<file path="config.mk">
export PLATFORM = sky130hd
export DESIGN_NAME = decode_top
export DESIGN_NICKNAME = d
export VERILOG_FILES = /design/src/hw/arm_pkg.sv /design/src/hw/control_unit.sv /design/src/hw/cond_check.sv /design/src/hw/register_file.sv /design/src/hw/id_stage.sv /design/src/hw/id_ex_reg.sv /design/src/hw/decode_top.sv
export SDC_FILE = /design/constraint.sdc
export NUM_CORES = 1
export LEC_CHECK = 0
export ABC_CLOCK_PERIOD_IN_PS = 2300
export BUFFER_PORTS_ARGS = -buffer_cell sky130_fd_sc_hd__buf_2
export CAP_MARGIN = 30
export CELL_PAD_IN_SITES_DETAIL_PLACEMENT = 1
export CELL_PAD_IN_SITES_GLOBAL_PLACEMENT = 2
export CORE_UTILIZATION = 41
export DETAILED_ROUTE_END_ITERATION = 10
export PLACE_DENSITY = 0.9
export SLEW_MARGIN = 15
export SYNTH_ARGS = -nofsm -noshare
export SYNTH_HDL_FRONTEND = slang
export SYNTH_SLANG_ARGS = --single-unit
</file>
<file path="constraint.sdc">
create_clock -name clk -period 2.3 [get_ports clk]
set_input_delay 0.115 -clock clk [delete_from_list [all_inputs] [get_ports clk]]
set_output_delay 0.115 -clock clk [all_outputs]
set_load 0.1 [all_outputs]
</file>
<file path="src/hw/arm_pkg.sv">
package arm_pkg;

	localparam int word_len          = 32;
	localparam int reg_addr_len      = 4;
	localparam int exec_cmd_len      = 4;
	localparam int imm_len           = 24;
	localparam int shift_operand_len = 12;

	typedef logic [word_len-1:0]                word_t;
	typedef logic [reg_addr_len-1:0]            reg_addr_t;
	// N Z C V, N in the top bit
	typedef logic [3:0]                         status_t;
	typedef logic signed [imm_len-1:0]          imm24_t;
	typedef logic [shift_operand_len-1:0]       shift_operand_t;

	// Execute commands; LDR and STR reuse cmd_add
	typedef enum logic [exec_cmd_len-1:0] {
		cmd_none = 4'b0000,
		cmd_mov  = 4'b0001,
		cmd_add  = 4'b0010,
		cmd_adc  = 4'b0011,
		cmd_sub  = 4'b0100,
		cmd_sbc  = 4'b0101,
		cmd_and  = 4'b0110,
		cmd_orr  = 4'b0111,
		cmd_eor  = 4'b1000,
		cmd_mvn  = 4'b1001,
		cmd_cmp  = 4'b1100,
		cmd_tst  = 4'b1110
	} exec_cmd_e;

	// Data-processing opcodes, instruction bits 24..21
	typedef enum logic [3:0] {
		op_and = 4'b0000,
		op_eor = 4'b0001,
		op_sub = 4'b0010,
		op_add = 4'b0100,
		op_adc = 4'b0101,
		op_sbc = 4'b0110,
		op_tst = 4'b1000,
		op_cmp = 4'b1010,
		op_orr = 4'b1100,
		op_mov = 4'b1101,
		op_mvn = 4'b1111
	} opcode_e;

	typedef enum logic [3:0] {
		cond_eq, cond_ne, cond_cs, cond_cc,
		cond_mi, cond_pl, cond_vs, cond_vc,
		cond_hi, cond_ls, cond_ge, cond_lt,
		cond_gt, cond_le, cond_al, cond_nv
	} cond_e;

	typedef struct packed {
		exec_cmd_e exec_cmd;
		logic      mem_read;
		logic      mem_write;
		logic      imm;
		logic      wb_en;
		logic      branch;
		logic      status_wr;
	} ctrl_t;

	typedef struct packed {
		word_t          pc;
		ctrl_t          ctrl;
		word_t          rn_val;
		word_t          rm_val;
		reg_addr_t      rn;
		reg_addr_t      src2;
		reg_addr_t      dest;
		logic           two_src;
		imm24_t         imm24;
		shift_operand_t shift_operand;
	} id_out_t;

endpackage

</file>
<file path="src/hw/control_unit.sv">
module control_unit (
	input  logic [1:0]       mode,
	input  arm_pkg::opcode_e opcode,
	input  logic             s_bit,
	input  logic             imm_bit,
	output arm_pkg::ctrl_t   ctrl
);

	import arm_pkg::*;

	exec_cmd_e dp_cmd;

	// Opcode to execute command
	always_comb begin
		case (opcode)
			op_mov:  dp_cmd = cmd_mov;
			op_mvn:  dp_cmd = cmd_mvn;
			op_add:  dp_cmd = cmd_add;
			op_adc:  dp_cmd = cmd_adc;
			op_sub:  dp_cmd = cmd_sub;
			op_sbc:  dp_cmd = cmd_sbc;
			op_and:  dp_cmd = cmd_and;
			op_orr:  dp_cmd = cmd_orr;
			op_eor:  dp_cmd = cmd_eor;
			op_cmp:  dp_cmd = cmd_cmp;
			op_tst:  dp_cmd = cmd_tst;
			default: dp_cmd = cmd_none;
		endcase
	end

	always_comb begin
		ctrl = '0;
		case (mode)
			2'b00: begin
				ctrl.exec_cmd  = dp_cmd;
				ctrl.status_wr = s_bit;
				ctrl.imm       = imm_bit;
				// Compare and test only set flags
				ctrl.wb_en     = !(dp_cmd inside {cmd_none, cmd_cmp, cmd_tst});
			end
			2'b01: begin
				// Address is base plus offset
				ctrl.exec_cmd = cmd_add;
				ctrl.imm      = 1'b1;
				if (s_bit) begin
					ctrl.mem_read = 1'b1;
					ctrl.wb_en    = 1'b1;
				end else begin
					ctrl.mem_write = 1'b1;
				end
			end
			2'b10: begin
				ctrl.branch = 1'b1;
			end
			default: begin
				ctrl = '0;
			end
		endcase
	end

endmodule

</file>
<file path="src/hw/cond_check.sv">
module cond_check (
	input  arm_pkg::cond_e   cond,
	input  arm_pkg::status_t status,
	output logic             pass
);

	import arm_pkg::*;

	logic n;
	logic z;
	logic c;
	logic v;

	assign {n, z, c, v} = status;

	always_comb begin
		case (cond)
			cond_eq: pass = z;
			cond_ne: pass = !z;
			cond_cs: pass = c;
			cond_cc: pass = !c;
			cond_mi: pass = n;
			cond_pl: pass = !n;
			cond_vs: pass = v;
			cond_vc: pass = !v;
			cond_hi: pass = c && !z;
			cond_ls: pass = !c || z;
			cond_ge: pass = (n == v);
			cond_lt: pass = (n != v);
			cond_gt: pass = !z && (n == v);
			cond_le: pass = z || (n != v);
			cond_al: pass = 1'b1;
			// NV never executes
			default: pass = 1'b0;
		endcase
	end

endmodule

</file>
<file path="src/hw/register_file.sv">
module register_file (
	input  logic               clk,
	input  logic               reset,
	input  arm_pkg::reg_addr_t src1,
	input  arm_pkg::reg_addr_t src2,
	input  logic               wb_en,
	input  arm_pkg::reg_addr_t wb_dest,
	input  arm_pkg::word_t     wb_value,
	output arm_pkg::word_t     val1,
	output arm_pkg::word_t     val2
);

	import arm_pkg::*;

	word_t regs [2**reg_addr_len];

	always_ff @(posedge clk) begin
		if (reset) begin
			for (int i = 0; i < 2**reg_addr_len; i++) begin
				regs[i] <= '0;
			end
		end else if (wb_en) begin
			regs[wb_dest] <= wb_value;
		end
	end

	// No bypass, a write shows up the next cycle
	assign val1 = regs[src1];
	assign val2 = regs[src2];

endmodule

</file>
<file path="src/hw/id_stage.sv">
module id_stage (
	input  logic               clk,
	input  logic               reset,
	input  arm_pkg::word_t     pc,
	input  arm_pkg::word_t     instruction,
	input  arm_pkg::status_t   status,
	input  logic               hazard,
	input  logic               wb_en,
	input  arm_pkg::reg_addr_t wb_dest,
	input  arm_pkg::word_t     wb_value,
	output arm_pkg::id_out_t   id
);

	import arm_pkg::*;

	logic [1:0] mode;
	logic       imm_bit;
	logic       s_bit;
	opcode_e    opcode;
	cond_e      cond;

	ctrl_t      ctrl;
	logic       cond_pass;
	logic       squash;
	reg_addr_t  src1;
	reg_addr_t  src2;
	word_t      val1;
	word_t      val2;

	// Instruction fields
	assign cond    = cond_e'(instruction[31:28]);
	assign mode    = instruction[27:26];
	assign imm_bit = instruction[25];
	assign opcode  = opcode_e'(instruction[24:21]);
	assign s_bit   = instruction[20];

	control_unit i_ctrl (
		.mode    (mode),
		.opcode  (opcode),
		.s_bit   (s_bit),
		.imm_bit (imm_bit),
		.ctrl    (ctrl)
	);

	cond_check i_cond (
		.cond   (cond),
		.status (status),
		.pass   (cond_pass)
	);

	// Store reads Rd as its data source
	assign src1 = instruction[19:16];
	assign src2 = ctrl.mem_write ? instruction[15:12] : instruction[3:0];

	register_file i_regs (
		.clk      (clk),
		.reset    (reset),
		.src1     (src1),
		.src2     (src2),
		.wb_en    (wb_en),
		.wb_dest  (wb_dest),
		.wb_value (wb_value),
		.val1     (val1),
		.val2     (val2)
	);

	assign squash = hazard || !cond_pass;

	always_comb begin
		id.pc            = pc;
		id.ctrl          = squash ? '0 : ctrl;
		id.rn_val        = val1;
		id.rm_val        = val2;
		id.rn            = src1;
		id.src2          = src2;
		id.dest          = instruction[15:12];
		id.two_src       = !imm_bit || ctrl.mem_write;
		id.imm24         = instruction[imm_len-1:0];
		id.shift_operand = instruction[shift_operand_len-1:0];
	end

endmodule

</file>
<file path="src/hw/id_ex_reg.sv">
module id_ex_reg (
	input  logic             clk,
	input  logic             reset,
	input  logic             flush,
	input  arm_pkg::id_out_t d,
	output arm_pkg::id_out_t q
);

	always_ff @(posedge clk) begin
		if (reset) begin
			q <= '0;
		end else begin
			q <= d;
			// Bubble keeps the data fields
			if (flush) begin
				q.ctrl <= '0;
			end
		end
	end

endmodule

</file>
<file path="src/hw/decode_top.sv">
module decode_top (
	input  logic               clk,
	input  logic               reset,
	input  arm_pkg::word_t     pc,
	input  arm_pkg::word_t     instruction,
	input  arm_pkg::status_t   status,
	input  logic               hazard,
	input  logic               flush,
	input  logic               wb_en,
	input  arm_pkg::reg_addr_t wb_dest,
	input  arm_pkg::word_t     wb_value,
	output arm_pkg::id_out_t   ex,
	output arm_pkg::reg_addr_t rn,
	output arm_pkg::reg_addr_t src2
);

	import arm_pkg::*;

	id_out_t id;

	id_stage i_id (
		.clk         (clk),
		.reset       (reset),
		.pc          (pc),
		.instruction (instruction),
		.status      (status),
		.hazard      (hazard),
		.wb_en       (wb_en),
		.wb_dest     (wb_dest),
		.wb_value    (wb_value),
		.id          (id)
	);

	id_ex_reg i_id_ex (
		.clk   (clk),
		.reset (reset),
		.flush (flush),
		.d     (id),
		.q     (ex)
	);

	// Sources for the hazard unit, same cycle
	assign rn   = id.rn;
	assign src2 = id.src2;

endmodule

</file>
== Word-level counts from Yosys, hierarchy flattened ==
Memory sizes are Yosys's and may differ from the RTL's. A register that Yosys moved wholly into a read port is not among the register bits.
Index checks and enable logic that the tools add are counted.
Widths: inputs -> output; s select.

* Output and inout port bits: 163
* Word-level logic and storage cells: 75
* RAM bits: 512
* Bits in latches: 0
* Input bits: 109
* Register bits after elaboration: 91
* Memories kept: 2
* Bits in read-only memories: 64

* $lt $le $gt $ge: 0
* Bitwise logic cells: 2
* Reductions and logical operators: 21
* Eq/ne operators: 20
* Div/mod/pow operators: 0
* $add $sub $neg: 0
* Shift-type cells: 0
* Muxes and demuxes: 16
* $mul: 0

{| class="wikitable"
|+ Memory list
! memory !! depth !! bits a word !! rd ports !! clocked after Yosys merged registers in !! write ports !! RTL line !! RTL
|-
| i_id.i_regs.regs || 16 || 32 || 2 || 2 || 16 || register_file.sv:15 || <nowiki>word_t regs [2**reg_addr_len];</nowiki>
|-
| (no name shown) || 16 || 4 || 1 || 0 || 0 || control_unit.sv:15 || <nowiki>case (opcode)</nowiki>
|}

{| class="wikitable"
|+ Operator list
! operator !! number
|-
| $eq 4x4->1 const B || 9
|-
| $mux 32 || 1
|-
| $reduce_or 32->1 || 1
|-
| $eq 4x3->1 const B || 4
|-
| $pmux 1 s15 || 1
|-
| $mux 1 || 10
|-
| $eq 4x2->1 const B || 2
|-
| $logic_not 4->1 || 2
|-
| $mux 4 || 2
|-
| $pmux 4 s2 || 1
|-
| $reduce_or 4->1 || 2
|-
| $logic_not 1->1 || 7
|-
| $eq 4x1->1 const B || 1
|-
| $logic_or 1x1->1 || 4
|-
| $pmux 2 s2 || 1
|-
| $reduce_bool 3->1 || 1
|-
| $reduce_or 3->1 || 1
|-
| $eq 2x1->1 const B || 1
|-
| $eq 2x2->1 const B || 1
|-
| $logic_and 1x1->1 || 2
|-
| $logic_not 2->1 || 1
|-
| $not 1->1 || 2
|-
| $eq 1x1->1 || 1
|-
| $ne 1x1->1 || 1
|}

== Logic depth before layout (Yosys ltp) ==
* Depth after elaboration: 6
* Gate-level depth with buffers: 11
* Depth with buffers taken out: 8

== Hierarchy ==
From an unflattened synthesis, not the netlist that was laid out.

* Cell total of the unflattened synthesis: 2176
* Area total of the unflattened synthesis: 31979.4 µm²

{| class="wikitable"
|+ By module, submodules not included
! module !! area an instance (µm²) !! times used !! sequential area each (µm²) !! cells each
|-
| register_file || 26581.7 || 1 || 15374.7 || 1687
|-
| id_ex_reg || 4174.0 || 1 || 3103.0 || 328
|-
| id_stage || 709.4 || 1 || 0.0 || 91
|-
| control_unit || 320.3 || 1 || 0.0 || 42
|-
| cond_check || 193.9 || 1 || 0.0 || 28
|}

== Worst setup path after synthesis ==
No wires, ideal clock.

* Path type: input -> register
* Start: input port instruction[16]
* End: register, netlist name i_id_ex.q[106]
* Library setup time: 0.127 ns
* Buffers on the path: 2
* Arrival time: 1.797 ns
* Slack: 0.375 ns
* Stages: 5
* Data required time: 2.173 ns
* Cells stage by stage: buf_2 -> buf_2 -> mux4_2 -> mux4_2 -> nor2b_1

{| class="wikitable"
|+ RTL lines
! element !! RTL line !! RTL
|-
| start: declaration || decode_top.sv:5 || <nowiki>input arm_pkg::word_t instruction,</nowiki>
|}

== Final worst setup path ==
* Start: input port flush
* End: register i_id_ex.q[118] in the netlist's numbering

* Cells in the longest elaborated chain, start to end: 1

{| class="wikitable"
|+ Ends and longest elaborated chain
! element !! RTL line !! RTL
|-
| start: declaration || decode_top.sv:8 || <nowiki>input logic flush,</nowiki>
|-
| $reduce_or 4->1 (no source line) || n/a ||
|-
| end: declaration || id_ex_reg.sv:6 || <nowiki>output arm_pkg::id_out_t q</nowiki>
|}

Every way passes these cells.
A chain may end at the register's enable or synchronous reset.

==> impl_metrics.tcl <==
set metrics [dict create \
    tightestPinTransition_ns 0.655 \
    crit_type "in2reg" \
    clock_sinks 647 \
    ys_seq_area_share_pct 55.6 \
    crit-reg2reg-launch "i_id.i_regs.regs[15][17]" \
    ys.flop_type "edfxtp_1" \
    coreArea_mm2 0.0780 \
    grt_first_pass_wirelength_um 183000 \
    p_int_uw 22200 \
    hold_viol 0 \
    drtIter0Drc 2902 \
    fillers 7898 \
    dieArea_mm2 0.0804 \
    cts_tree "built" \
    synth_top_family_by_area "simple AND/OR/NAND/NOR gates" \
    synth_fa_ha_area_share_pct 0.154 \
    maxSlewHeadroom_pct 56.3 \
    syn2layout_area_growth_pct 21.3 \
    yosys.area.top_type "edfxtp_1" \
    drt-met1-wl_um 46500 \
    sw_frac_of_total_pct 30.0 \
    startpoint_type "input pin" \
    route.met2.wl_um 59400 \
    clkLatencyLatePin_ns 0.64 \
    p_total_uw 31700 \
    clockRootBuffer "clkbuf_16" \
    ys_warn_count 0 \
    synth_seq_cells 647 \
    die_w_um 283 \
    synth_xor_area_share_pct 0.0539 \
    htreeDepth 3 \
    dp_hpwl_um 77800 \
    worstHoldPathType "in2reg" \
    synth_common_cells "and2_1, edfxtp_1, nand2_1" \
    drv_cap 0 \
    top_layer "met5" \
    via_count 25300 \
    p_per_area_mw_per_mm2 804 \
    grt_max_degree 93 \
    endpoint_kind "register" \
    via_per_inst 6.14 \
    synth.top_cell.area_share_pct 47.3 \
    synthTopCellsByArea "edfxtp_1, mux4_2, and2_1" \
    routed_wirelength_um 126000 \
    synthesis.nets 2804 \
    clkPwrFrac_pct 38.4 \
    die_y_um 283 \
    synth-simple-area-share_pct 21.1 \
    ys_types 49 \
    avgRoutedWirePerCell_um 30.4 \
    setup_viol 0 \
    antenna_found_initial 3 \
    ff2ff_path_depth 3 \
    drcViolationCount 0 \
    dr.pass1.iters 6 \
    fin_crit_ns 2.14 \
    seq_power_share_pct 43.7 \
    switching_power_uw 9510 \
    synth_area_mm2 0.0325 \
    power_frac_comb_pct 17.9 \
    min_period_over_period_pct 93.0 \
    start_util_pct 41.7 \
    cp.arrival_ns 2.70 \
    synth_edf_count 512 \
    fmax_mhz 468 \
    outcome "finished clean" \
    pin_count 272 \
    startpoint "flush" \
    row_count 102 \
    power_leakage_uw 0.0152 \
    postRouteAntennaNets 0 \
    ir_drop_v 0.000491 \
    dp_slack_ns 0.0215 \
    cts_hold_buf 91 \
    wl_met3_um 13200 \
    drive_gt1_share_pct 25.0 \
    grt_pass1_vias 26900 \
    nets 3135 \
    synth_compound_area_share_pct 3.66 \
    reg2reg_to "i_id_ex.q[98]" \
    clk_pin_slew_ns 0.06 \
    async_reset_ff_share_pct 0 \
    cp-endpoint "i_id_ex.q[118]" \
    cts_buffer_depth 3 \
    post-cts-setup-buffer-count 0 \
    io_buffer_count 271 \
    grt_util_all_layers_pct 31.1 \
    final_max_slew_viol_count 0 \
    fin_worst_skew_ns 0.0317 \
    r2r_setup_slack_ns 0.46 \
    gp_congestion 0.942 \
    setup_tns_ns 0 \
    postCtsResizedCells 0 \
    fin_util_pct 50.6 \
    overflow 0 \
    synth_cells 2691 \
    numCtsBuffers 73 \
    yosys-mux-area-fraction_pct 15.6 \
    rsz0062_at_grt "no" \
    setup_slack_ns 0.161 \
    crit_required_ns 2.86 \
    avgSynthCellArea_um2 12.1 \
    critPathMaxFanout 10 \
]
==> cells by family after synthesis <==
family	count (synthesis)
simple gates	1331
flops	647
mux	282
buf+inv	266
compound gates	159
fa+ha+maj	4
xor+xnor	2
==> flip-flops by register name (all words and copies together), names as in the netlist <==
register / count
i_id_ex.q: 135
i_id.i_regs.regs: 512
==> routing by layer <==
metal / vias up / GRT usage, %
li1: 10300 / -
met1: 12900 / 39.3
met2: 1753 / 50.7
met3: 385 / 6.90
met4: 2 / 14.4
met5: - / 0
==> layout by cell type, fill, tap and decap left out, types with 97 or more instances in the layout <==
master | synthesis | final
dfxtp_1 | 135 | 135
buf_4 | 36 | 99
nand2_1 | 477 | 476
mux4_2 | 177 | 177
mux2i_1 | 99 | 97
nand3_1 | 176 | 176
edfxtp_1 | 512 | 512
and2_1 | 512 | 512
buf_2 | 43 | 263
==> worst min-delay path by stage <==
stage	depth (start not counted)	end	start	slack, ns
after floorplan	1	i_id_ex.q[118]	instruction[27]	0.19
after global placement	2	i_id_ex.q[139]	pc[16]	0.33
after detailed placement	2	i_id_ex.q[139]	pc[16]	0.33
after CTS	4	i_id_ex.q[119]	instruction[24]	0.04
after global routing	4	i_id_ex.q[119]	instruction[24]	0.07
final	4	i_id_ex.q[119]	instruction[24]	0.08
==> layout make-up <==
cell class / count / area (um^2) / area share [%]
Timing Repair Buffer: 515 / 4210 / 10.7
Tap cell: 1040 / 1300 / 3.30
Antenna cell: 4 / 10.0 / 0.0254
Sequential cell: 647 / 18100 / 45.9
Multi-Input combinational cell: 1778 / 13300 / 33.8
Inverter: 7 / 31.3 / 0.0794
Clock buffer: 99 / 2030 / 5.15
Clock inverter: 36 / 435 / 1.10
==> metrics by stage <==
step | cell area (um^2) | hold slack (ns) | cells
floorplan | 32500 | 0.190 | 2691
global placement | 36000 | 0.328 | 3896
detailed placement | 36000 | 0.331 | 3896
CTS | 39400 | 0.0411 | 4122
global route | 39400 | 0.0731 | 4122
finish | 39400 | 0.0830 | 4126
==> critical path, cell delays in order <==
cell and delay [ns]:
dlygate4sd3_1 0.54, buf_2 0.12, nor3_1 0.14, dlygate4sd3_1 0.56, o21ai_0 0.09, buf_4 0.19, nor4_1 0.34, dlygate4sd3_1 0.60
==> power by group through the flow <==
stage / Clock (uW) / Combinational, uW / Sequential (uW)
floorplan: 0 / 2270 / 15400
global placement: 0 / 5330 / 14000
detailed placement: 0 / 5450 / 14100
CTS: 12300 / 5620 / 13800
global route: 12700 / 5870 / 13900
finish: 12200 / 5680 / 13800
No activity file was read; power rests on OpenSTA's default activity.
